==> src/verilog/hdc_pkg.sv <==
package hdc_pkg;

    // defaults only, the top level passes the real values down
    localparam int HV_BITS_DEF    = 256;
    localparam int ITEM_DEPTH_DEF = 64;
    localparam int MAX_SYMBOLS    = 8;
    localparam int ITEM_ADDR_BITS = $clog2(ITEM_DEPTH_DEF);
    // a 256 byte window holds 64 words
    localparam int WORD_IDX_BITS  = 6;

    typedef logic [ITEM_ADDR_BITS-1:0]      item_addr_t;
    typedef logic [$clog2(MAX_SYMBOLS)-1:0] slot_t;
    typedef logic [$clog2(MAX_SYMBOLS)-1:0] rot_t;
    // length 1..MAX_SYMBOLS needs one bit more than a slot
    typedef logic [$clog2(MAX_SYMBOLS):0]   len_t;
    typedef logic [31:0]                    word_t;
    typedef logic [WORD_IDX_BITS-1:0]       word_idx_t;

    typedef enum logic [2:0] {
        IDLE,
        CLEAR,
        FETCH,
        BIND,
        ACCUM,
        STORE
    } seq_state_t;

    // one step per cycle, sequencer to core
    typedef struct packed {
        logic clear;
        logic bind_op;
        logic accum;
        logic store;
        rot_t rot;
    } core_cmd_t;

    // apb register map
    localparam logic [11:0] ADDR_CTRL        = 12'h000;
    localparam logic [11:0] ADDR_STATUS      = 12'h004;
    localparam logic [11:0] ADDR_LEN         = 12'h008;
    localparam logic [11:0] ADDR_ITEM_ADDR   = 12'h00C;
    localparam logic [11:0] ADDR_ITEM_COMMIT = 12'h010;
    localparam logic [11:0] ADDR_SEQ_BASE    = 12'h020;
    localparam logic [11:0] ADDR_STAGE_BASE  = 12'h100;
    localparam logic [11:0] ADDR_RESULT_BASE = 12'h200;

    // ctrl bits
    localparam int CTRL_START_BIT = 0;
    localparam int CTRL_CLEAR_BIT = 1;

endpackage

==> src/verilog/hdc_step_counter.sv <==
module hdc_step_counter (
    input  logic           clk,
    input  logic           reset,
    input  logic           load,
    input  logic           step,
    input  hdc_pkg::len_t  len,
    output hdc_pkg::slot_t slot,
    output hdc_pkg::rot_t  rot,
    output logic           last
);
    import hdc_pkg::*;

    // symbols still to go, including the current one
    len_t remaining;
    // job length held for the whole run
    len_t len_q;

    always_ff @(posedge clk) begin
        if (reset) begin
            remaining <= '0;
            len_q     <= '0;
        end else if (load) begin
            remaining <= len;
            len_q     <= len;
        end else if (step && remaining != '0) begin
            remaining <= remaining - 1'b1;
        end
    end

    // symbol k = len - remaining
    assign slot = slot_t'(len_q - remaining);
    // rotate by len-1-k
    assign rot  = rot_t'(remaining - len_t'(1));
    assign last = (remaining == len_t'(1));

endmodule

==> config.mk <==
export PLATFORM = sky130hd
export DESIGN_NAME = hdc_step_counter
export DESIGN_NICKNAME = d
export VERILOG_FILES = /design/src/verilog/hdc_pkg.sv /design/src/verilog/hdc_step_counter.sv
export SDC_FILE = /design/constraint.sdc
export NUM_CORES = 1
export LEC_CHECK = 0
export ABC_AREA = 1
export ABC_CLOCK_PERIOD_IN_PS = 3500
export BUFFER_PORTS_ARGS = -buffer_cell sky130_fd_sc_hd__buf_2
export CAP_MARGIN = 20
export CORE_AREA = 2 2 39 41
export CTS_CLUSTER_SIZE = 40
export DETAILED_ROUTE_END_ITERATION = 8
export DIE_AREA = 0 0 41 43
export REMOVE_ABC_BUFFERS = 1
export SKIP_CTS_REPAIR_TIMING = 1
export SLEW_MARGIN = 30
export SYNTH_ARGS = -nofsm -noshare
export SYNTH_HDL_FRONTEND = slang
export SYNTH_SLANG_ARGS = --single-unit
==> constraint.sdc <==
create_clock -name clk -period 3.5 [get_ports clk]
set_input_delay 0.175 -clock clk [delete_from_list [all_inputs] [get_ports clk]]
set_output_delay 0.175 -clock clk [all_outputs]
set_load 0.1 [all_outputs]
==> results.md <==
- Max Freq: 0.508 GHz
- Site Rows: 14
- Kind of critical path: flip-flop to output pin
- Tmin final: about 2.0 ns
- CTS tree: built
- Outcome: complete, no violations
- Clock Tree Root: clkbuf_4
- I/O pin count: 15
- Post-synthesis compound-gate area fraction: 0.0870
- Initial antenna violation count: 0
- Fin Hold WS: around 0.17 ns
- Inst Count DP: between 90 and 100
- Via count: between 400 and 500
- Drc violations: 0
- H-tree depth: 1
- Nets: 95
- Post-synthesis sequential area ratio: 0.304
- Simple-Gate Fraction of Synth Area: 0.348
- Post-route ant nets: 0
- Placed cell areas: around 540 um2
- Crit end category: output pin
- Syn. warnings: 0
- Die Ht: 43 um
- Static Leak: 0.285 nW
- Layout area overhead: 23.1%
- Clock Tree Buf Depth: 2
- Die area: between 0.0015 and 0.002 mm2
- Max_slew headroom: 0.677
- DRT Wirelength: a little under 1 mm
- Largest family of logic cells by synthesized area: simple AND/OR/NAND/NOR gates
- Worst min path class: input pin to flip-flop
- Cell Area, Synth: 460 um2
- Mean Syn Cell Area: roughly 7.1 um2
- Worst slew pin tran: roughly 0.49 ns
- Synthesis-stage register bit count: 7
- Number of buffers created by CTS: 3
- First-pass GRT wire length: around 1.5 mm
- Multiplexer share of the synthesized area: 0
- RSZ-0062 raised after global routing: no
- Largest net degree at the start of global routing: 11
- Syn Inst Count: 65
- GRT Overall Usage: 0.125
- Drt via density: 4.66
- Power per cell area: approximately 620 mW/mm2
- Setup violations, final: 0
- Diode count: 0
- Worst Clk Skew: ~0.0086 ns
- Pre-antenna DRT Iters: 4
- HPWL Detailed: a little under 800 um
- Core Area: about 0.0014 mm2
- Hold Fails Final Rpt: 0
- Clock Pin Slew Worst Setup and Hold Paths: approximately 0.060 ns
- Initial DRC Count: 2
- Startpoint types: flip-flop
- Crit path max fanout: 5
- Setup TNS: 0 ns
- Design area: around 570 um2
- Vias in the first global route: ~370
- Total congestion overflow: 0
- TritonCTS Sinks: 7
- Overall power: 354 uW
- Die width: ~41 um
- Data arrival, critical path: about 1.8 ns
- Synth Area in XOR/XNOR: 0.0380
- Required @ worst endpoint: 3.32 ns
- Synth Area in Adders: 0.125
- Maximum vdd ir drop: between 0.15 and 0.2 mV
- Share of the synthesized area in the top cell type: 0.304
- Layout cells sized above 1: 0.280
- Final Slew Violations: 0
- Final non-filler cell total: between 90 and 100
- Final GP Congestion: 0.700
- Final period util: 0.562
- Post-synth cell types: 18
- Initial core utilization: 0.333
- Max Cap Viol: 0
- Port bufs: 14
- Synth area leaders: dfxtp_1 (30%), nand2_1 (14%), ha_1 (8.2%), nand3_1 (7.6%), a21oi_1 (6.5%)
- Clock latency on the worst-skew pair: approximately 0.26 ns
- Synth area leader: dfxtp_1
- DR WL/cell: approximately 10 um
[cell type report]
cell class,instances,area (um2)
clock buffer,3,22.5
sequential,7,140
multi-input combinational,48,275
tap,16,20.0
inverter,9,33.8
clock inverter,1,5.00
timing repair buffer,14,70.1
fill,153,817
[logic make-up after synthesis]
group	after synthesis
AOI/OAI and AO/OA	8
xor gates and xnor gates	2
adders and majority gates	4
buffers and inverters	10
DFF	7
and+or+nand+nor	34
[worst max-delay path: stages, from the launching register on]
cell	delay, ns
dfxtp_1	0.35
ha_1	0.22
fa_1	0.37
xnor2_1	0.15
buf_2	0.44
[metrics by stage]
step | setup slack [ns] | util
floorplan | 0.594 | -
global placement | 1.83 | 0.390
detailed placement | 1.82 | 0.390
CTS | 1.53 | 0.410
global route | 1.45 | 0.410
finish | 1.53 | 0.410
[power by group]
group | internal [mW] | switching [mW]
Clock | 0.0418 | 0.0318
Combinational | 0.0362 | 0.149
Sequential | 0.0862 | 0.00885
[cell usage after synthesis]
library cell and count:
nand2_1 17, inv_1 8, dfxtp_1 7, nand3_1 7, a21oi_1 6, ha_1 3, nor2_1 3, nor2_2 2
o21ai_0 2, xnor2_1 2, and2_1 1, buf_6 1, fa_1 1, inv_2 1, nand2_2 1, nand2_4 1
nor3b_1 1, or2_1 1
[cell usage in the layout (no fill, tap or decap)]
master / netlist / layout
a21oi_1: 6 / 6
o21ai_0: 2 / 2
fa_1: 1 / 1
xnor2_1: 2 / 2
clkbuf_4: 0 / 3
ha_1: 3 / 3
or2_1: 1 / 1
nor2_2: 2 / 2
nand2_1: 17 / 17
nand2_2: 1 / 1
dfxtp_1: 7 / 7
inv_1: 8 / 8
inv_2: 1 / 1
nor2_1: 3 / 3
buf_2: 0 / 14
and2_1: 1 / 1
nand2_4: 1 / 1
clkinv_2: 0 / 1
nor3b_1: 1 / 1
nand3_1: 7 / 7
[routing by layer]
metal / track usage / share of wire / vias to the layer above
met5: 0 / 0 / -
met2: 0.200 / 0.52 / 11
met3: 0.0314 / 0.032 / 0
met4: 0.0800 / 0 / 0
li1: - / - / 239
met1: 0.137 / 0.45 / 207
[flip-flops by register name, indices dropped and copies added, names as in the netlist]
| name | count |
|---|---|
| remaining | 4 |
| len_q | 3 |
[worst paths after layout]
check,startpoint,to,slack [ns],cells after the start
worst max-delay path,remaining[0]$_SDFFE_PP0P_,slot[2],1.53,4
worst min-delay path,reset,len_q[2]$_SDFFE_PP0P_,0.17,2
worst max register to register,remaining[0]$_SDFFE_PP0P_,remaining[2]$_SDFFE_PP0P_,2.16,7
worst min register to register,len_q[0]$_SDFFE_PP0P_,len_q[0]$_SDFFE_PP0P_,0.46,2
(Power assumes the default switching activity.)
