===== src/verilog/hdc_pkg.sv =====
package hdc_pkg;

    // defaults only, the top level passes the real values down
    localparam int HV_BITS_DEF    = 256;
    localparam int ITEM_DEPTH_DEF = 64;
    localparam int MAX_SYMBOLS    = 8;
    localparam int ITEM_ADDR_BITS = $clog2(ITEM_DEPTH_DEF);
    // a 256 byte window holds 64 words
    localparam int WORD_IDX_BITS  = 6;

    typedef logic [ITEM_ADDR_BITS-1:0]      item_addr_t;
    typedef logic [$clog2(MAX_SYMBOLS)-1:0] slot_t;
    typedef logic [$clog2(MAX_SYMBOLS)-1:0] rot_t;
    // length 1..MAX_SYMBOLS needs one bit more than a slot
    typedef logic [$clog2(MAX_SYMBOLS):0]   len_t;
    typedef logic [31:0]                    word_t;
    typedef logic [WORD_IDX_BITS-1:0]       word_idx_t;

    typedef enum logic [2:0] {
        IDLE,
        CLEAR,
        FETCH,
        BIND,
        ACCUM,
        STORE
    } seq_state_t;

    // one step per cycle, sequencer to core
    typedef struct packed {
        logic clear;
        logic bind_op;
        logic accum;
        logic store;
        rot_t rot;
    } core_cmd_t;

    // apb register map
    localparam logic [11:0] ADDR_CTRL        = 12'h000;
    localparam logic [11:0] ADDR_STATUS      = 12'h004;
    localparam logic [11:0] ADDR_LEN         = 12'h008;
    localparam logic [11:0] ADDR_ITEM_ADDR   = 12'h00C;
    localparam logic [11:0] ADDR_ITEM_COMMIT = 12'h010;
    localparam logic [11:0] ADDR_SEQ_BASE    = 12'h020;
    localparam logic [11:0] ADDR_STAGE_BASE  = 12'h100;
    localparam logic [11:0] ADDR_RESULT_BASE = 12'h200;

    // ctrl bits
    localparam int CTRL_START_BIT = 0;
    localparam int CTRL_CLEAR_BIT = 1;

endpackage


===== src/verilog/hv_encoder_core.sv =====
module hv_encoder_core #(
    parameter int HV_BITS = hdc_pkg::HV_BITS_DEF
) (
    input  logic               clk,
    input  logic               reset,
    input  hdc_pkg::core_cmd_t cmd,
    input  logic [HV_BITS-1:0] item,
    output logic [HV_BITS-1:0] result
);

    typedef logic [HV_BITS-1:0] hv_t;

    hv_t                  bind_q;
    hv_t                  acc_q;
    hv_t                  result_q;
    hv_t                  item_rot;
    logic [2*HV_BITS-1:0] item_pair;

    // rotate right, bit i takes item[(i + rot) mod HV_BITS]
    assign item_pair = {item, item};
    assign item_rot  = hv_t'(item_pair >> cmd.rot);

    // bind register
    always_ff @(posedge clk) begin
        if (cmd.clear) begin
            bind_q <= '0;
        end else if (cmd.bind_op) begin
            bind_q <= item_rot;
        end
    end

    always_ff @(posedge clk) begin
        if (reset) begin
            acc_q    <= '0;
            result_q <= '0;
        end else begin
            // without clear the new n-gram bundles onto the old one
            if (cmd.clear) begin
                acc_q <= '0;
            end else if (cmd.accum) begin
                acc_q <= acc_q ^ bind_q;
            end
            if (cmd.store) begin
                result_q <= acc_q;
            end
        end
    end

    assign result = result_q;

    // bind always followed by accum
    assert property (@(posedge clk) disable iff (reset)
        cmd.bind_op |=> cmd.accum);

endmodule


===== config.mk =====
export PLATFORM = sky130hd
export DESIGN_NAME = hv_encoder_core
export DESIGN_NICKNAME = d
export VERILOG_FILES = /design/src/verilog/hdc_pkg.sv /design/src/verilog/hv_encoder_core.sv
export SDC_FILE = /design/constraint.sdc
export NUM_CORES = 2
export LEC_CHECK = 0
export BUFFER_PORTS_ARGS = -buffer_cell sky130_fd_sc_hd__buf_2
export CAP_MARGIN = 20
export CORE_AREA = 2 2 247 249
export DETAILED_ROUTE_END_ITERATION = 8
export DIE_AREA = 0 0 249 251
export PLACE_DENSITY = 0.92
export SETUP_SLACK_MARGIN = 0.05
export SYNTH_ARGS = -nofsm -noshare
export SYNTH_HDL_FRONTEND = slang
export SYNTH_SLANG_ARGS = --single-unit

===== constraint.sdc =====
create_clock -name clk -period 3.1 [get_ports clk]
set_input_delay 0.62 -clock clk [delete_from_list [all_inputs] [get_ports clk]]
set_output_delay 0.62 -clock clk [all_outputs]
set_load 0.01 [all_outputs]

==> metrics.txt <==
dominant cell type by area after synthesis dfxtp_1; Crit. End Element register; clock sinks 768; setup violators final 0; Slew @ Worst Pin 0.935 ns; Worst setup SP type input port; Die Span Y 251 um; remaining global-route overflow 0; Placer Congestion 0.946; Max-Cap Viols 0; Clock Skews 0.0437 ns; Routed wire per std cell 21.9 um; initial antenna violation count 27; Post-Route WL 102000 um; f_max 0.521 GHz; Leak 17.9 nW; Mapped Area 35700 sq um; CP Cell Sequence buf_8, buf_12, mux2i_1, mux4_2, a211oi_1; number of global-route vias before repair 28100; met3 GRT Util 7.86%; Die ar. 62500 sq um; max-slew violations 0; EDFF count, synth 0; slowest stage cell, crit path mux4_2; CP delay by family, top multiplexers; setup bufs post-CTS 0; Resized cells post-CTS 0; top cells by count, synth dfxtp_1, nor2_1, mux2i_1; die width 249 um; CTS tree yes; Rel. slew slack 37.7%; setup TNS 0 ns; worst hold path depth 3; met1 GRT Util 38.0%; gr busiest metal met2; RSZ-0062 raised after global routing false; met2 GRT Util 51.1%; CTS Buf Count 77; Fin Hold WS 0.476 ns; Post-Syn Area per Cell 10.6 sq um; Initial Util 59.6%; Synth area leaders dfxtp_1, mux4_2, mux2i_1; Max Root-Sink Buffers 3; Skew-Pair Late Insertion Delay 0.64 ns; hpwl dp 69800 um; worst setup path end bind_q[181]$_SDFFE_PP0P_; H-tree Lvls 3; yosys warns 0; Min Clock Period, post-route 1.92 ns; prevailing post-synth register cell dfxtp_1; CTS root buf clkbuf_16; reg2reg start bind_q[106]$_SDFFE_PP0P_; syn nets 3625; Hold/Removal Path Class in2reg; CP Data Arrival Time 2.42 ns; synthesis-to-finish area growth 16.4%; critical path buffer and inverter count 2; DR vias 28400; pin count of the biggest net entering global routing 177; #FFs+latches synth 768; Critical Path Source cmd[1]; final period utilization 61.9%; Std-Cell Rows 90; worst endpoint required time 3.60 ns; Initial DRC Count 2910; post-synth top area share 43.1%; first-pass GRT wire length 156000 um; layout net count 4028; status complete, no violations; crit-path max cell delay 0.54 ns; Worst-path clk slew 0.06 ns; WP depth 5; Reg2Reg Depth 3; Via density 6.13; fin util 69.4%; worst r2r dst acc_q[106]$_SDFFE_PP0P_; fillcell total 3819; Post-Synthesis Cells 3360; peak supply drop 0.469 mV; drt first pass iters 6; sequential cell area 15400 sq um; multi-input logic area 18900 sq um; unique cell type count in the Yosys netlist 14; Max Fanout on Critical Path 59; R2R setup slack 2.23 ns; DRC Markers 0; antenna-violating nets left 0; IO Pins 521; P per Cell Area 555 nW/um^2; async set-or-reset flop fraction in the synthesized netlist 0%; Final Hold Fails 0; Port Buffers 520; Hold-fix buffers, CTS 0; layout cells sized above 1 25.7%; total core area 59800 sq um; sequential area share after synthesis 43.1%; type of the worst setup path in2reg; Total GRT Usage 31.4%
registers in the layout, summed over array words and instances (netlist names):
| register | cells |
|---|---|
| acc_q | 256 |
| result | 256 |
| bind_q | 256 |
where the power goes:
group	leakage (nW)	internal [mW]	total, mW	switching, mW
clock network	1.21	5.30	9.26	3.97
registers	6.27	10.3	10.6	0.285
logic	10.5	1.49	3.20	1.71
worst min-delay path by stage:
stage / start / endpoint / slack, ns
after floorplan: bind_q[0]$_SDFFE_PP0P_ / bind_q[0]$_SDFFE_PP0P_ / 0.46
after global placement: result[60]$_SDFFE_PP0P_ / result[60]$_SDFFE_PP0P_ / 0.47
after detailed placement: result[30]$_SDFFE_PP0P_ / result[30]$_SDFFE_PP0P_ / 0.47
after CTS: cmd[5] / bind_q[66]$_SDFFE_PP0P_ / 0.45
after global routing: cmd[5] / bind_q[61]$_SDFFE_PP0P_ / 0.49
final: cmd[5] / bind_q[66]$_SDFFE_PP0P_ / 0.48
final cells by class:
| class | count | area share [%] |
|---|---|---|
| Sequential cell | 768 | 37.0 |
| Clock inverter | 24 | 0.654 |
| Timing Repair Buffer | 611 | 8.91 |
| Tap cell | 782 | 2.36 |
| Clock buffer | 116 | 5.33 |
| Antenna cell | 28 | 0.169 |
| Multi-Input combinational cell | 2305 | 45.5 |
metrics by stage:
step	area [sq um]	setup slack [ns]	cells	power (mW)
CTS	41400	1.26	4606	23.0
floorplan	35700	0.969	3360	13.0
global route	41500	1.12	4623	23.7
detailed placement	39000	0.602	4466	13.9
global placement	39000	0.748	4466	13.7
finish	41500	1.18	4634	23.0
per-layer routing:
layer	vias to the layer above	wire [um]
li1	12600	-
met1	13600	37200
met2	1717	47600
met3	415	10300
met4	12	6370
met5	-	74
cell usage in the layout (no fill, tap or decap):
master / instances
buf_8: 5
diode_2: 28
mux4_2: 256
clkbuf_8: 17
buf_2: 512
mux2i_1: 512
clkinv_4: 1
clkbuf_16: 77
xor2_1: 256
clkinv_2: 9
a211oi_1: 256
buf_4: 64
bufinv_16: 4
clkbuf_1: 25
clkinvlp_4: 4
nand2_1: 256
buf_12: 27
dfxtp_1: 768
nor2_1: 768
clkinv_8: 2
or2_4: 1
inv_6: 4
kinds of logic (layout without fill, tap and decap cells):
logic type	after synthesis	in the layout	synth area share, %
xor gates and xnor gates	256	256	6.29
AOI/OAI and AO/OA	256	256	5.39
other	0	28	0
muxes	768	768	30.5
and+or+nand+nor	1025	1025	10.8
DFF	768	768	43.1
buffers and inverters	287	751	3.86
worst min-delay path, stage by stage:
cell and delay, ns:
buf_8 0.22, nor2_1 0.15, a211oi_1 0.05
Note: power is estimated with default switching activity, not from simulation.
