$ cat src/verilog/hdc_pkg.sv
package hdc_pkg;

    // defaults only, the top level passes the real values down
    localparam int HV_BITS_DEF    = 256;
    localparam int ITEM_DEPTH_DEF = 64;
    localparam int MAX_SYMBOLS    = 8;
    localparam int ITEM_ADDR_BITS = $clog2(ITEM_DEPTH_DEF);
    // a 256 byte window holds 64 words
    localparam int WORD_IDX_BITS  = 6;

    typedef logic [ITEM_ADDR_BITS-1:0]      item_addr_t;
    typedef logic [$clog2(MAX_SYMBOLS)-1:0] slot_t;
    typedef logic [$clog2(MAX_SYMBOLS)-1:0] rot_t;
    // length 1..MAX_SYMBOLS needs one bit more than a slot
    typedef logic [$clog2(MAX_SYMBOLS):0]   len_t;
    typedef logic [31:0]                    word_t;
    typedef logic [WORD_IDX_BITS-1:0]       word_idx_t;

    typedef enum logic [2:0] {
        IDLE,
        CLEAR,
        FETCH,
        BIND,
        ACCUM,
        STORE
    } seq_state_t;

    // one step per cycle, sequencer to core
    typedef struct packed {
        logic clear;
        logic bind_op;
        logic accum;
        logic store;
        rot_t rot;
    } core_cmd_t;

    // apb register map
    localparam logic [11:0] ADDR_CTRL        = 12'h000;
    localparam logic [11:0] ADDR_STATUS      = 12'h004;
    localparam logic [11:0] ADDR_LEN         = 12'h008;
    localparam logic [11:0] ADDR_ITEM_ADDR   = 12'h00C;
    localparam logic [11:0] ADDR_ITEM_COMMIT = 12'h010;
    localparam logic [11:0] ADDR_SEQ_BASE    = 12'h020;
    localparam logic [11:0] ADDR_STAGE_BASE  = 12'h100;
    localparam logic [11:0] ADDR_RESULT_BASE = 12'h200;

    // ctrl bits
    localparam int CTRL_START_BIT = 0;
    localparam int CTRL_CLEAR_BIT = 1;

endpackage

$ cat src/verilog/hdc_sequencer.sv
module hdc_sequencer (
    input  logic               clk,
    input  logic               reset,
    input  logic               start,
    input  logic               clear,
    input  logic               last,
    output logic               load,
    output logic               step,
    output logic               rd_en,
    output hdc_pkg::core_cmd_t cmd,
    input  hdc_pkg::rot_t      rot,
    output logic               busy
);
    import hdc_pkg::*;

    seq_state_t state;
    seq_state_t state_next;

    always_comb begin
        state_next = state;
        case (state)
            IDLE: begin
                if (start) begin
                    // clear step only when asked for
                    state_next = clear ? CLEAR : FETCH;
                end
            end
            CLEAR: begin
                state_next = FETCH;
            end
            FETCH: begin
                state_next = BIND;
            end
            BIND: begin
                state_next = ACCUM;
            end
            ACCUM: begin
                // last symbol goes to store, else next fetch
                state_next = last ? STORE : FETCH;
            end
            STORE: begin
                state_next = IDLE;
            end
            default: begin
                state_next = IDLE;
            end
        endcase
    end

    always_ff @(posedge clk) begin
        if (reset) begin
            state <= IDLE;
        end else begin
            state <= state_next;
        end
    end

    assign busy  = (state != IDLE);
    // counter loads with the accepted start
    assign load  = start & (state == IDLE);
    // decrement after accum, rot stays stable through bind
    assign step  = (state == ACCUM);
    // ram read issued in fetch, data valid in bind
    assign rd_en = (state == FETCH);

    always_comb begin
        cmd         = '0;
        cmd.rot     = rot;
        cmd.clear   = (state == CLEAR);
        cmd.bind_op = (state == BIND);
        cmd.accum   = (state == ACCUM);
        cmd.store   = (state == STORE);
    end

    // one action per busy cycle, ram read counts as the fetch action
    assert property (@(posedge clk) disable iff (reset)
        busy |-> $onehot({cmd.clear, cmd.bind_op, cmd.accum, cmd.store, rd_en}));

endmodule

$ cat config.mk
export PLATFORM = sky130hd
export DESIGN_NAME = hdc_sequencer
export DESIGN_NICKNAME = d
export VERILOG_FILES = /design/src/verilog/hdc_pkg.sv /design/src/verilog/hdc_sequencer.sv
export SDC_FILE = /design/constraint.sdc
export NUM_CORES = 1
export LEC_CHECK = 0
export BUFFER_PORTS_ARGS = -buffer_cell sky130_fd_sc_hd__buf_2
export CAP_MARGIN = 20
export CORE_AREA = 2 2 39 41
export CTS_BUF_LIST = sky130_fd_sc_hd__clkbuf_8
export DETAILED_ROUTE_END_ITERATION = 8
export DIE_AREA = 0 0 41 43
export SETUP_SLACK_MARGIN = 0.4
export SYNTH_ARGS = -nofsm -noshare
export SYNTH_HDL_FRONTEND = slang
export SYNTH_SLANG_ARGS = --single-unit
$ cat constraint.sdc
create_clock -name clk -period 1.11 [get_ports clk]
set_input_delay 0.222 -clock clk [delete_from_list [all_inputs] [get_ports clk]]
set_output_delay 0.222 -clock clk [all_outputs]
set_load 0.01 [all_outputs]
==> results_dict.tcl <==
set metrics [dict create \
    grt_overflow 0 \
    max_slew_margin_pct 90.2 \
    cts_buffers 3 \
    path_max_fanout 7 \
    via_count 292 \
    rsz0062_at_grt "yes" \
    yosys_warnings 0 \
    drt_iter0_drc 6 \
    maxSlewViolCount 0 \
    synth_common_cells "4 x buf_4, 4 x inv_1, 4 x nor2_1" \
    synthesis.area_per_instance_um2 6.97 \
    finalSetupTns_ns -1.35 \
    synthAdderAreaFrac_pct 0 \
    setup_slack_ns -0.248 \
    grt_pass1_vias 247 \
    start_kind "flip-flop" \
    initial_core_util_pct 17.6 \
    area_growth_pct 89.2 \
    p_clk_share_pct 48.1 \
    post-synth-top-area-cell "dfxtp_1" \
    rows 14 \
    peakVddDrop_mv 0.652 \
    num_antenna_cells 0 \
    ant_nets 0 \
    worstPathArrival_ns 1.14 \
    vias_per_cell 4.17 \
    synth_top_family_by_area "simple AND/OR/NAND/NOR gates" \
    finalCriticalPeriod_ns 1.36 \
    place_congestion 0.782 \
    grt_max_degree 9 \
    grt_busiest_layer "met2" \
    synth_seq_cells 3 \
    clkTransAtPathRegs_ns 0.03 \
    max_stage_delay_ns 0.40 \
    synthesis.nets 43 \
    yosys-top-cells-area "dfxtp_1 25%, buf_4 12%, inv_1 6.2%, nor2_1 6.2%, and2_1 5.1%" \
    yosysSeqAreaShare_pct 24.6 \
    synth_flop_cell "dfxtp_1" \
    synthSimpleGateAreaFrac_pct 38.5 \
    synth-xor-area-share_pct 0 \
    drive_gt1_share_pct 63.0 \
    drt_first_pass_iters 4 \
    grtUsageMet2_pct 11.3 \
    die_h_um 43 \
    violations "negative setup slack" \
    tightest_slew_ns 0.146 \
    synthDistinctLibCells 19 \
    drv_cap 0 \
    switchingPower_uw 169 \
    fmax_mhz 736 \
    cts_root_buf "clkbuf_8" \
    grt_use_met3_pct 4.71 \
    fin_skew_ns 0.00335 \
    grt_usage_pct 8.22 \
    yosys.area.top_type_share_pct 24.6 \
    syn_inst 35 \
    top_register "state" \
    coreArea_mm2 0.00138 \
    largest_reg_flops 3 \
    path_class "flip-flop to primary output" \
    grt_use_met1_pct 9.94 \
    final_cell_area_um2 462 \
    synthMuxAreaShare_pct 0 \
    synth-async-reset-ratio_pct 0 \
    dp.cells 64 \
    antenna_found_initial 0 \
    hold_violations 0 \
    p_sw_share_pct 26.5 \
    ios 19 \
    synth-edff-count 0 \
    cts_hold_buffers 0 \
    status "finished, violations left" \
    p_per_area_mw_per_mm2 1380 \
    reg.largest.list "state x3" \
    required_ns 0.89 \
    wl_um 648 \
    sequentialPowerShare_pct 20.8 \
    wl_per_cell_um 9.26 \
    htreeDepth 1 \
    p_int_uw 470 \
    place_ws_ns -0.0340 \
    clock_latency_ns 0.21 \
    cts_sinks 3 \
    crit_path_end_kind "primary output" \
    die_w_um 41 \
    fin_nets 63 \
    combPwrFrac_pct 31.1 \
    cpMaxStageDelayCell "or3_4" \
    path_cells "or3_4, nor2_4, buf_6" \
    dpl.hpwl_um 511 \
    placed_area_um2 363 \
    fin_util_pct 33.4 \
    grt_pass1_wl_um 952 \
    clockBufferDepth 2 \
    drc 0 \
    die-area_mm2 0.00176 \
    setup_violations 10 \
    hold_class "input pin to flip-flop" \
    p_leak_nw 0.232 \
    tritoncts "built" \
    syn_area_um2 244 \
    port_buffers 12 \
    period_share_pct 122 \
    synth_compound_area_share_pct 14.4 \
    final-instance-count-excl-fill 70 \
]
==> cells by family after synthesis <==
group,after synthesis
simple gates,16
compound gates,6
buf+inv,10
flops,3
==> final cells by class <==
type	instances	area, um2
Tap cell	16	20.0
Clock inverter	1	3.75
Sequential cell	3	68.8
Timing Repair Buffer	21	154
Multi-Input combinational cell	22	159
Inverter	4	15.0
Fill cell	162	922
Clock buffer	3	41.3
==> worst paths after layout <==
path	from	end	slack, ns	cells after the start
worst max-delay path	state[0]	load	-0.25	3
worst min-delay path	reset	state[2]	0.17	2
worst max register to register	state[0]	state[0]	-0.04	3
worst min register to register	state[0]	state[0]	0.55	2
==> routing by layer <==
| metal | up-vias | routed length (um) | share of wire [%] |
|---|---|---|---|
| met2 | 14 | 312 | 48 |
| met1 | 128 | 271 | 42 |
| met4 | 0 | 0 | 0 |
| met5 | - | 0 | 0 |
| li1 | 150 | - | - |
| met3 | 0 | 64 | 9.9 |
==> through the flow <==
step,power (mW),hold WS [ns]
2_1_floorplan,0.249,0.284
3_3_place_gp,0.296,0.398
3_5_place_dp,0.296,0.399
4_1_cts,0.654,0.169
5_1_grt,0.683,0.175
6_report,0.639,0.169
==> power by group through the flow <==
stage,sequential (mW),combinational [mW],clock [mW]
after floorplan,0.132,0.118,0
after detailed placement,0.134,0.162,0
after CTS,0.135,0.199,0.320
after global routing,0.135,0.217,0.331
after global placement,0.133,0.162,0
final,0.133,0.199,0.308
==> what timing repair did <==
| item | in CTS | in global routing |
|---|---|---|
| endpoints found under the setup margin | 11 | 11 |
| pin swaps | 0 | 0 |
| resized for setup | 8 | 1 |
| setup buffers | 2 | 0 |
==> cells in the final DEF, fill, tap and decap left out, drive strengths merged <==
cell type   n
or4         1
o21ai       2
and2        2
o22a        1
nand3       1
buf        21
clkbuf      3
or3         1
nor3b       1
nand2       2
or2         1
nor3        1
inv         5
nand3b      1
dfxtp       3
nor2        4
a31oi       1
a21oi       2
and3b       1
==> critical path, delay by kind of cell, from the launching register on <==
| kind | cells | cell delay (ns) |
|---|---|---|
| AND/OR/NAND/NOR | 2 | 0.49 |
| flip-flops | 1 | 0.33 |
| buffers and inverters | 1 | 0.10 |
(Power assumes the default switching activity.)
